<file path="src/common/cachePkg.sv">
package cachePkg;

   // --------------------------------------------------
   // address fields
   // --------------------------------------------------
   localparam int tagWidth = 6;
   localparam int setWidth = 6;
   localparam int wordSelWidth = 3;
   localparam int addrWidth = tagWidth + setWidth + wordSelWidth + 1;   // byte address.
   localparam int memAddrWidth = addrWidth - 1;                         // word address.
   localparam int dataWidth = 16;

   localparam int memLatency = 4;   // cycles from command to done.

   // The core reads the same CPU address as a plain word and as its fields.
   typedef union packed {
      logic [addrWidth-1:0] raw;
      struct packed {
         logic [tagWidth-1:0] tag;
         logic [setWidth-1:0] set;
         logic [wordSelWidth-1:0] wordSel;   // word within the 16-byte block.
         logic byteBit;                      // always zero for word accesses.
      } fields;
   } cacheAddr_u;

   // --------------------------------------------------
   // port bundles
   // --------------------------------------------------
   typedef struct packed {
      logic enable;
      logic wr;
      cacheAddr_u addr;
      logic [dataWidth-1:0] dataIn;
   } cpuReq_s;

   typedef struct packed {
      logic rd;
      logic wr;
      logic [memAddrWidth-1:0] addr;
      logic [dataWidth-1:0] wrData;
   } memReq_s;

   typedef struct packed {
      logic done;
      logic [dataWidth-1:0] rdData;
   } memRsp_s;

   // Reset content of one main-memory word.
   function automatic logic [dataWidth-1:0] initWord(input logic [memAddrWidth-1:0] wordAddr);
      return {{(dataWidth - memAddrWidth){1'b0}}, wordAddr} ^ 16'h5a5a;
   endfunction

endpackage
</file>
<file path="src/source/fillController.sv">
`timescale 1ns/10ps

module fillController
   import cachePkg::*;
#(
   parameter int memLatency = cachePkg::memLatency
) (
   input  logic                      clk,
   input  logic                      rst,
   input  logic                      fillStart,
   input  logic [memAddrWidth-1:0]   blockAddr,
   input  logic                      storeReq,
   input  logic [memAddrWidth-1:0]   storeAddr,
   input  logic [dataWidth-1:0]      storeData,
   output logic                      fillWe,
   output logic [wordSelWidth-1:0]   fillIdx,
   output logic [dataWidth-1:0]      fillWord,
   output logic                      fillDone,
   output logic                      storeDone,
   output memReq_s                   memReq,
   input  memRsp_s                   memRsp
);

   localparam int cntWidth = $clog2(memLatency + 1);

   typedef enum logic [1:0] {fcIdle, fcWaitRd, fcWaitWr} fcState_e;

   fcState_e state;
   logic rdQ, wrQ;
   logic [memAddrWidth-1:0] addrQ;
   logic [dataWidth-1:0] dataQ;
   logic [wordSelWidth-1:0] idxQ;
   logic [cntWidth-1:0] waitCnt;
   logic rspOk;

   // A reply counts only once the command's full latency has run out.
   assign rspOk = memRsp.done && (waitCnt == '0);

   // --------------------------------------------------
   // command sequencing
   // --------------------------------------------------
   always_ff @(posedge clk) begin
      if (rst) begin
         state <= fcIdle;
         rdQ <= 1'b0;
         wrQ <= 1'b0;
         idxQ <= '0;
         waitCnt <= '0;
      end else begin
         rdQ <= 1'b0;   // commands are single-cycle pulses.
         wrQ <= 1'b0;
         if (waitCnt != '0) waitCnt <= waitCnt - 1'b1;
         case (state)
            fcIdle: begin
               if (fillStart) begin
                  rdQ <= 1'b1;
                  idxQ <= '0;
                  waitCnt <= cntWidth'(memLatency);
                  state <= fcWaitRd;
               end else if (storeReq) begin
                  wrQ <= 1'b1;
                  waitCnt <= cntWidth'(memLatency);
                  state <= fcWaitWr;
               end
            end
            fcWaitRd: begin
               if (rspOk) begin
                  idxQ <= idxQ + 1'b1;
                  if (&idxQ) begin
                     state <= fcIdle;   // last word of the block.
                  end else begin
                     rdQ <= 1'b1;
                     waitCnt <= cntWidth'(memLatency);
                  end
               end
            end
            fcWaitWr: if (rspOk) state <= fcIdle;
            default: state <= fcIdle;
         endcase
      end
   end

   always_ff @(posedge clk) begin
      if (state == fcIdle && fillStart) begin
         addrQ <= blockAddr;   // word 0 of the block.
      end else if (state == fcIdle && storeReq) begin
         addrQ <= storeAddr;
         dataQ <= storeData;
      end else if (fillWe && !fillDone) begin
         addrQ <= {addrQ[memAddrWidth-1:wordSelWidth], idxQ + 1'b1};
      end
   end

   assign memReq.rd = rdQ;
   assign memReq.wr = wrQ;
   assign memReq.addr = addrQ;
   assign memReq.wrData = dataQ;

   assign fillWe = (state == fcWaitRd) && rspOk;
   assign fillIdx = idxQ;
   assign fillWord = memRsp.rdData;
   assign fillDone = fillWe && (&idxQ);
   assign storeDone = (state == fcWaitWr) && rspOk;

endmodule

</file>
<file path="config.mk">
export PLATFORM = sky130hd
export DESIGN_NAME = fillController
export DESIGN_NICKNAME = d
export VERILOG_FILES = /design/src/common/cachePkg.sv /design/src/source/fillController.sv
export SDC_FILE = /design/constraint.sdc
export NUM_CORES = 1
export LEC_CHECK = 0
export BUFFER_PORTS_ARGS = -buffer_cell sky130_fd_sc_hd__buf_4
export CAP_MARGIN = 10
export CORE_MARGIN = 3
export CORE_UTILIZATION = 41
export DETAILED_ROUTE_END_ITERATION = 6
export GPL_TIMING_DRIVEN = 0
export PLACE_DENSITY = 0.78
export SYNTH_ARGS = -nofsm -noshare
export SYNTH_HDL_FRONTEND = slang
export SYNTH_SLANG_ARGS = --single-unit
export TNS_END_PERCENT = 50
</file>
<file path="constraint.sdc">
create_clock -name clk -period 2.35 [get_ports clk]
set_input_delay 0.235 -clock clk [delete_from_list [all_inputs] [get_ports clk]]
set_output_delay 0.235 -clock clk [all_outputs]
set_load 0.01 [all_outputs]
</file>
== Word level (Yosys, flattened, before mapping) ==
Index checks and enable logic that the tools add are counted.
Storage, ports and cells
  output and inout port bits: 55
  register bits after elaboration: 41
  logic and storage cells: 61
Operators by class
  muxes and demuxes: 23
  equal/unequal tests: 7
  reduce and logical (&&, ||, !) cells: 19
  add/subtract/negate cells: 2
  bitwise gates (word level): 2
Operator list (number)
  2-to-1 mux 15 bit: 2
  2-to-1 mux 3 bit: 8
  case mux 3 bit (2 select lines): 2
  2-to-1 mux 2 bit: 5
  inequality test 2 bit, second input constant: 4
  logical AND 1 bit: 7
  case mux 2 bit (3 select lines): 1
  AND reduction 3 bit: 2
  nonzero test 3 bit: 2
  2-to-1 mux 1 bit: 4
  AND reduction 4 bit: 1
  nonzero test 2 bit: 2
  adder 3 x 1 -> 3 bit, second input constant: 1
  logical NOT 3 bit: 1
  inequality test 3 bit, second input constant: 1
  OR reduction 3 bit: 1
  subtractor 3 x 1 -> 3 bit, second input constant: 1
  == test 2 x 1 -> 1 bit, second input constant: 1
  == test 2 bit, second input constant: 1
  logical NOT 2 bit: 1
  NOT 1 bit: 2
  case mux 1 bit (2 select lines): 1
  AND reduction 2 bit: 1
  logical NOT 1 bit: 1

== Longest topological paths before layout ==
  word-level depth: 9
  mapped depth: 8

== Least setup slack after synthesis ==
No wires, ideal clock.
  kind: flip-flop to flip-flop
  start: register waitCnt[0]
  end: register addrQ[0], enable pin
  path slack: 0.670 ns
  cell stages (with the launch flop): 9
  arrival time: 1.378 ns
  path buffers: 1
  path through: dfxtp_1 -> inv_1 -> ha_1 -> ha_1 -> clkbuf_1 -> nand4b_2 -> inv_2 -> nand2b_1 -> nand2_1
On the way
  longest elaborated chain between the ends: 7
Ends and longest elaborated chain
  start: declaration: RTL line fillController.sv:33  | logic [cntWidth-1:0] waitCnt;
  start signal: assignment: RTL line fillController.sv:52  | if (waitCnt != '0) waitCnt <= waitCnt - 1'b1;
  start signal: assignment: RTL line fillController.sv:58  | waitCnt <= cntWidth'(memLatency);
  start signal: assignment: RTL line fillController.sv:62  | waitCnt <= cntWidth'(memLatency);
  logical NOT 3 bit *: RTL line fillController.sv:37  | assign rspOk = memRsp.done && (waitCnt == '0);
  logical AND 1 bit *: RTL line fillController.sv:37
  logical AND 1 bit *: RTL line fillController.sv:99  | assign fillWe = (state == fcWaitRd) && rspOk;
  named net fillWe: RTL line fillController.sv:15  | output logic fillWe,
  logical AND 1 bit: RTL line fillController.sv:102  | assign fillDone = fillWe && (&idxQ);
  logical NOT 1 bit: RTL line fillController.sv:89  | end else if (fillWe && !fillDone) begin
  logical AND 1 bit *: RTL line fillController.sv:89
  nonzero test 3 bit (no source line) *
  end signal: assignment: RTL line fillController.sv:85  | addrQ <= blockAddr;
  end signal: assignment: RTL line fillController.sv:87  | addrQ <= storeAddr;
  end signal: assignment: RTL line fillController.sv:90  | addrQ <= {addrQ[memAddrWidth-1:wordSelWidth], idxQ + 1'b1};
  end: declaration: RTL line fillController.sv:30  | logic [memAddrWidth-1:0] addrQ;
The timed path passes the listed nets; every way through them passes the cells marked *.
A chain may end at the register's enable or synchronous reset.

== Worst setup path after layout ==
  start: register waitCnt[0]
  end: output port fillDone
On the way
  longest elaborated chain between the ends: 4
Ends and longest elaborated chain
  logical NOT 3 bit: RTL line fillController.sv:37
  logical AND 1 bit: RTL line fillController.sv:37
  logical AND 1 bit: RTL line fillController.sv:99
  logical AND 1 bit: RTL line fillController.sv:102
  end: declaration: RTL line fillController.sv:18  | output logic fillDone,
No other way between the ends.

==> run_results.csv <==
group,metric,value,unit
yosys,syn-cell-area,1767,µm²
sta,hold_slack,0.1201,ns
final_layout,fin_nets,313,
power_and_ir_drop,power.leakage,1.247,nW
floorplanning,start_util,43.23,%
floorplanning,die_y,71.65,µm
cts,cts.sinks,41,
yosys,syn_area_per_cell,13.59,µm²
sta,tightest_slew,0.4369,ns
power_and_ir_drop,ir_drop,0.3246,mV
final_layout,multiInputGateArea,439.2,µm²
final_layout,antenna-diode-count,0,
routing,dr.pass1.iters,4,
routing,ant_nets,0,
setup_path,cp_cell_sequence,"inv_1, ha_1, ha_1, clkbuf_1, nand4b_2, inv_2, and2_1, buf_4",
sta,final.min_clock_period,2.099,ns
setup_path,cpMostUsedCell,"ha_1",
yosys,synth_fa_ha_area_share,3.541,%
routing,drc,0,
setup_path,end_kind,"output pin",
power_and_ir_drop,p_per_area,633.0,nW/µm²
yosys,yosysUniqueCellTypes,35,
yosys,synth_nets,202,
global_routing,grt_max_degree,26,
power_and_ir_drop,power,1.707,mW
setup_path,path_delay_family,"buffers and inverters",
yosys,synth_top_family_by_area,"compound AO/OA/AOI/OAI gates",
yosys,yosysSeqAreaShare,64.02,%
cts,cts_max_level,2,
floorplanning,die_area,5133,µm²
setup_path,rr_endpoint,"addrQ[2]",
setup_path,reg2regPathDepth,8,
global_routing,grt_use_total,16.81,%
setup_path,start_kind,"flop",
cts,cts_tree,"built",
cts,cts_resized,0,
sta,finalClockSkew,0.004599,ns
setup_path,critPathBufInv,4,
setup_path,startpoint,"waitCnt[0]",
yosys,synth_mux_area_share,0,%
floorplanning,fp.coreArea,4086,µm²
routing,drt_wl_total,4387,µm
global_routing,grt_overflow,0,
setup_path,path_class,"reg -> out",
place,gp_congestion,0.7674,
routing,num_vias,1432,
routing,drt_iter0_drc,103,
cts,clk_pin_slew,0.08,ns
final_layout,area_growth,52.62,%
final_layout,ff_latch_area,1131,µm²
routing,wire_per_inst,15.02,µm
floorplanning,die_w,71.65,µm
place,place.port_buffers,104,
global_routing,antenna_found_initial,0,
global_routing,grt_pass1_wl,6679,µm
yosys,synth_edf_count,31,
cts,cts_setup_buffers,0,
global_routing,grt_pass1_vias,1431,
sta,rsz0062_at_grt,"no",
final_layout,finish.utilization,65.98,%
yosys,ys_ff_latch,41,
yosys,synth_compound_area_share,11.40,%
place,place_hpwl,3417,µm
sta,final_hold_viol_count,0,
yosys,ys_warn_count,0,
yosys,synth_xor_area_share,0.4958,%
yosys,synth_flop_cell,"edfxtp_1",
cts,cts-buffers-inserted,5,
cts,clockBufferDepth,2,
sta,finalSetupTns,0,ns
setup_path,reg2reg_from,"waitCnt[0]",
final_layout,drive_above_1_share,57.85,%
setup_path,endpoint,"fillDone",
final_layout,n_fill_cell,352,
setup_path,r2r_slack,0.46,ns
routing,vias_per_cell,4.904,
setup_path,cp.depth,8,
sta,finalCritPeriodShare,89.31,%
sta,max_clock_freq,0.4764,GHz
floorplanning,io-pin-count,122,
yosys,async_flop_share,0,%
hold_path,hold_path.class,"in -> reg",
cts,cts_hold_buf,0,
setup_path,worstPathArrival,1.86,ns
sta,drv_slew,0,
setup_path,cp_max_fo,7,
floorplanning,rows,23,
run_status,status,"finished, final reports clean",
sta,relSlewSlack,70.87,%
setup_path,worst_path_largest_cell_delay,0.32,ns
flow_run,maxCapViolations,0,
setup_path,required,2.12,ns
cts,clkLatencyLatePin,0.29,ns
yosys,yosys.area_share.simple,9.419,%
sta,setup_violations,0,
cts,cts-root-buf,"clkbuf_8",
setup_path,cpMaxStageDelayCell,"dfxtp_1",
yosys,synth_cells,130,
-- cell families (layout without fill, tap and decap cells) --
| group | after synthesis | count (layout) |
|---|---|---|
| AOI/OAI and AO/OA | 27 | 27 |
| xor gates and xnor gates | 1 | 1 |
| adders and majority gates | 5 | 5 |
| buffers and inverters | 30 | 142 |
| DFF | 41 | 41 |
| and+or+nand+nor | 26 | 26 |
-- sequential cells by signal, summed over array words and instances (netlist names) --
register,flops
dataQ,16
addrQ,15
fillIdx,3
waitCnt,3
state,2
rdQ,1
wrQ,1
-- worst min-delay path by stage --
stage / startpoint / end / slack (ns) / cells after the start
2_1_floorplan: storeData[0] / dataQ[0] / 0.33 / 0
3_3_place_gp: storeData[5] / dataQ[5] / 0.41 / 1
3_5_place_dp: storeData[8] / dataQ[8] / 0.41 / 1
4_1_cts: storeData[8] / dataQ[8] / 0.11 / 1
5_1_grt: storeData[14] / dataQ[14] / 0.09 / 1
6_report: storeData[8] / dataQ[8] / 0.12 / 1
-- Yosys cell counts (2+ instances only) --
cell | count | area share (%)
nand3_1 | 5 | 1.4
a22oi_1 | 3 | 1.3
nor4_1 | 2 | 0.71
nand2b_1 | 2 | 0.71
buf_6 | 2 | 1.3
ha_1 | 5 | 3.5
nand2_1 | 2 | 0.43
inv_1 | 5 | 1.1
o2bb2ai_1 | 2 | 0.99
and2_1 | 2 | 0.71
inv_2 | 2 | 0.43
a21oi_1 | 6 | 1.7
nor2_1 | 3 | 0.64
buf_4 | 18 | 7.6
a22o_1 | 12 | 5.9
dfxtp_1 | 10 | 11
edfxtp_1 | 31 | 53
-- placed cells by master, fill, tap and decap left out, types with 2 or more instances in the layout --
cell type | netlist | final
ha_1 | 5 | 5
clkbuf_8 | 0 | 5
nand3_1 | 5 | 5
and2_1 | 2 | 2
inv_1 | 5 | 5
o2bb2ai_1 | 2 | 2
buf_4 | 18 | 122
a22o_1 | 12 | 12
inv_2 | 2 | 2
a22oi_1 | 3 | 3
nand2b_1 | 2 | 2
nor2_1 | 3 | 3
nor4_1 | 2 | 2
edfxtp_1 | 31 | 31
buf_6 | 2 | 2
nand2_1 | 2 | 2
clkinv_2 | 0 | 2
a21oi_1 | 6 | 6
dfxtp_1 | 10 | 10
-- cell type report --
type                       count  share of cell area (%)
buffer                        23                   6.311
clock buffer                   5                   2.552
clock inverter                 3                  0.6497
inverter                       7                  0.9745
multi-input combinational     59                   16.29
sequential                    41                   41.95
tap                           50                   2.320
timing repair buffer         104                   28.96
-- per-layer routing --
layer  vias to the layer above  part of all wire, %  track usage [%]
met1                       651                   39            20.05
met5                         -                    0                0
met2                        95                   47            28.16
met3                         4                   13            6.732
li1                        682                    -                -
met4                         0                  1.2            4.593
-- per-stage QoR --
step	area (µm²)	worst slack, ns	std cells
finish	2696	0.2511	292
global route	2696	0.07406	292
CTS	2696	0.2299	292
detailed placement	2610	0.4766	284
global placement	2610	0.4904	284
floorplan	1767	0.6698	130
-- worst register-to-register path: cells and delay by family (launching register included) --
family                   cells  cell delay (ns)
adder cells (fa/ha/maj)      2             0.30
buffers and inverters        3             0.48
flip-flops                   1             0.32
AND/OR/NAND/NOR              3             0.51
-- where the power goes --
group          leakage (nW)  switching [mW]  total, mW  internal, mW
sequential            0.382          0.0261      0.884         0.858
clock                0.0439           0.236      0.441         0.205
combinational         0.820           0.174      0.382         0.207
Note: power is estimated with default switching activity, not from simulation.
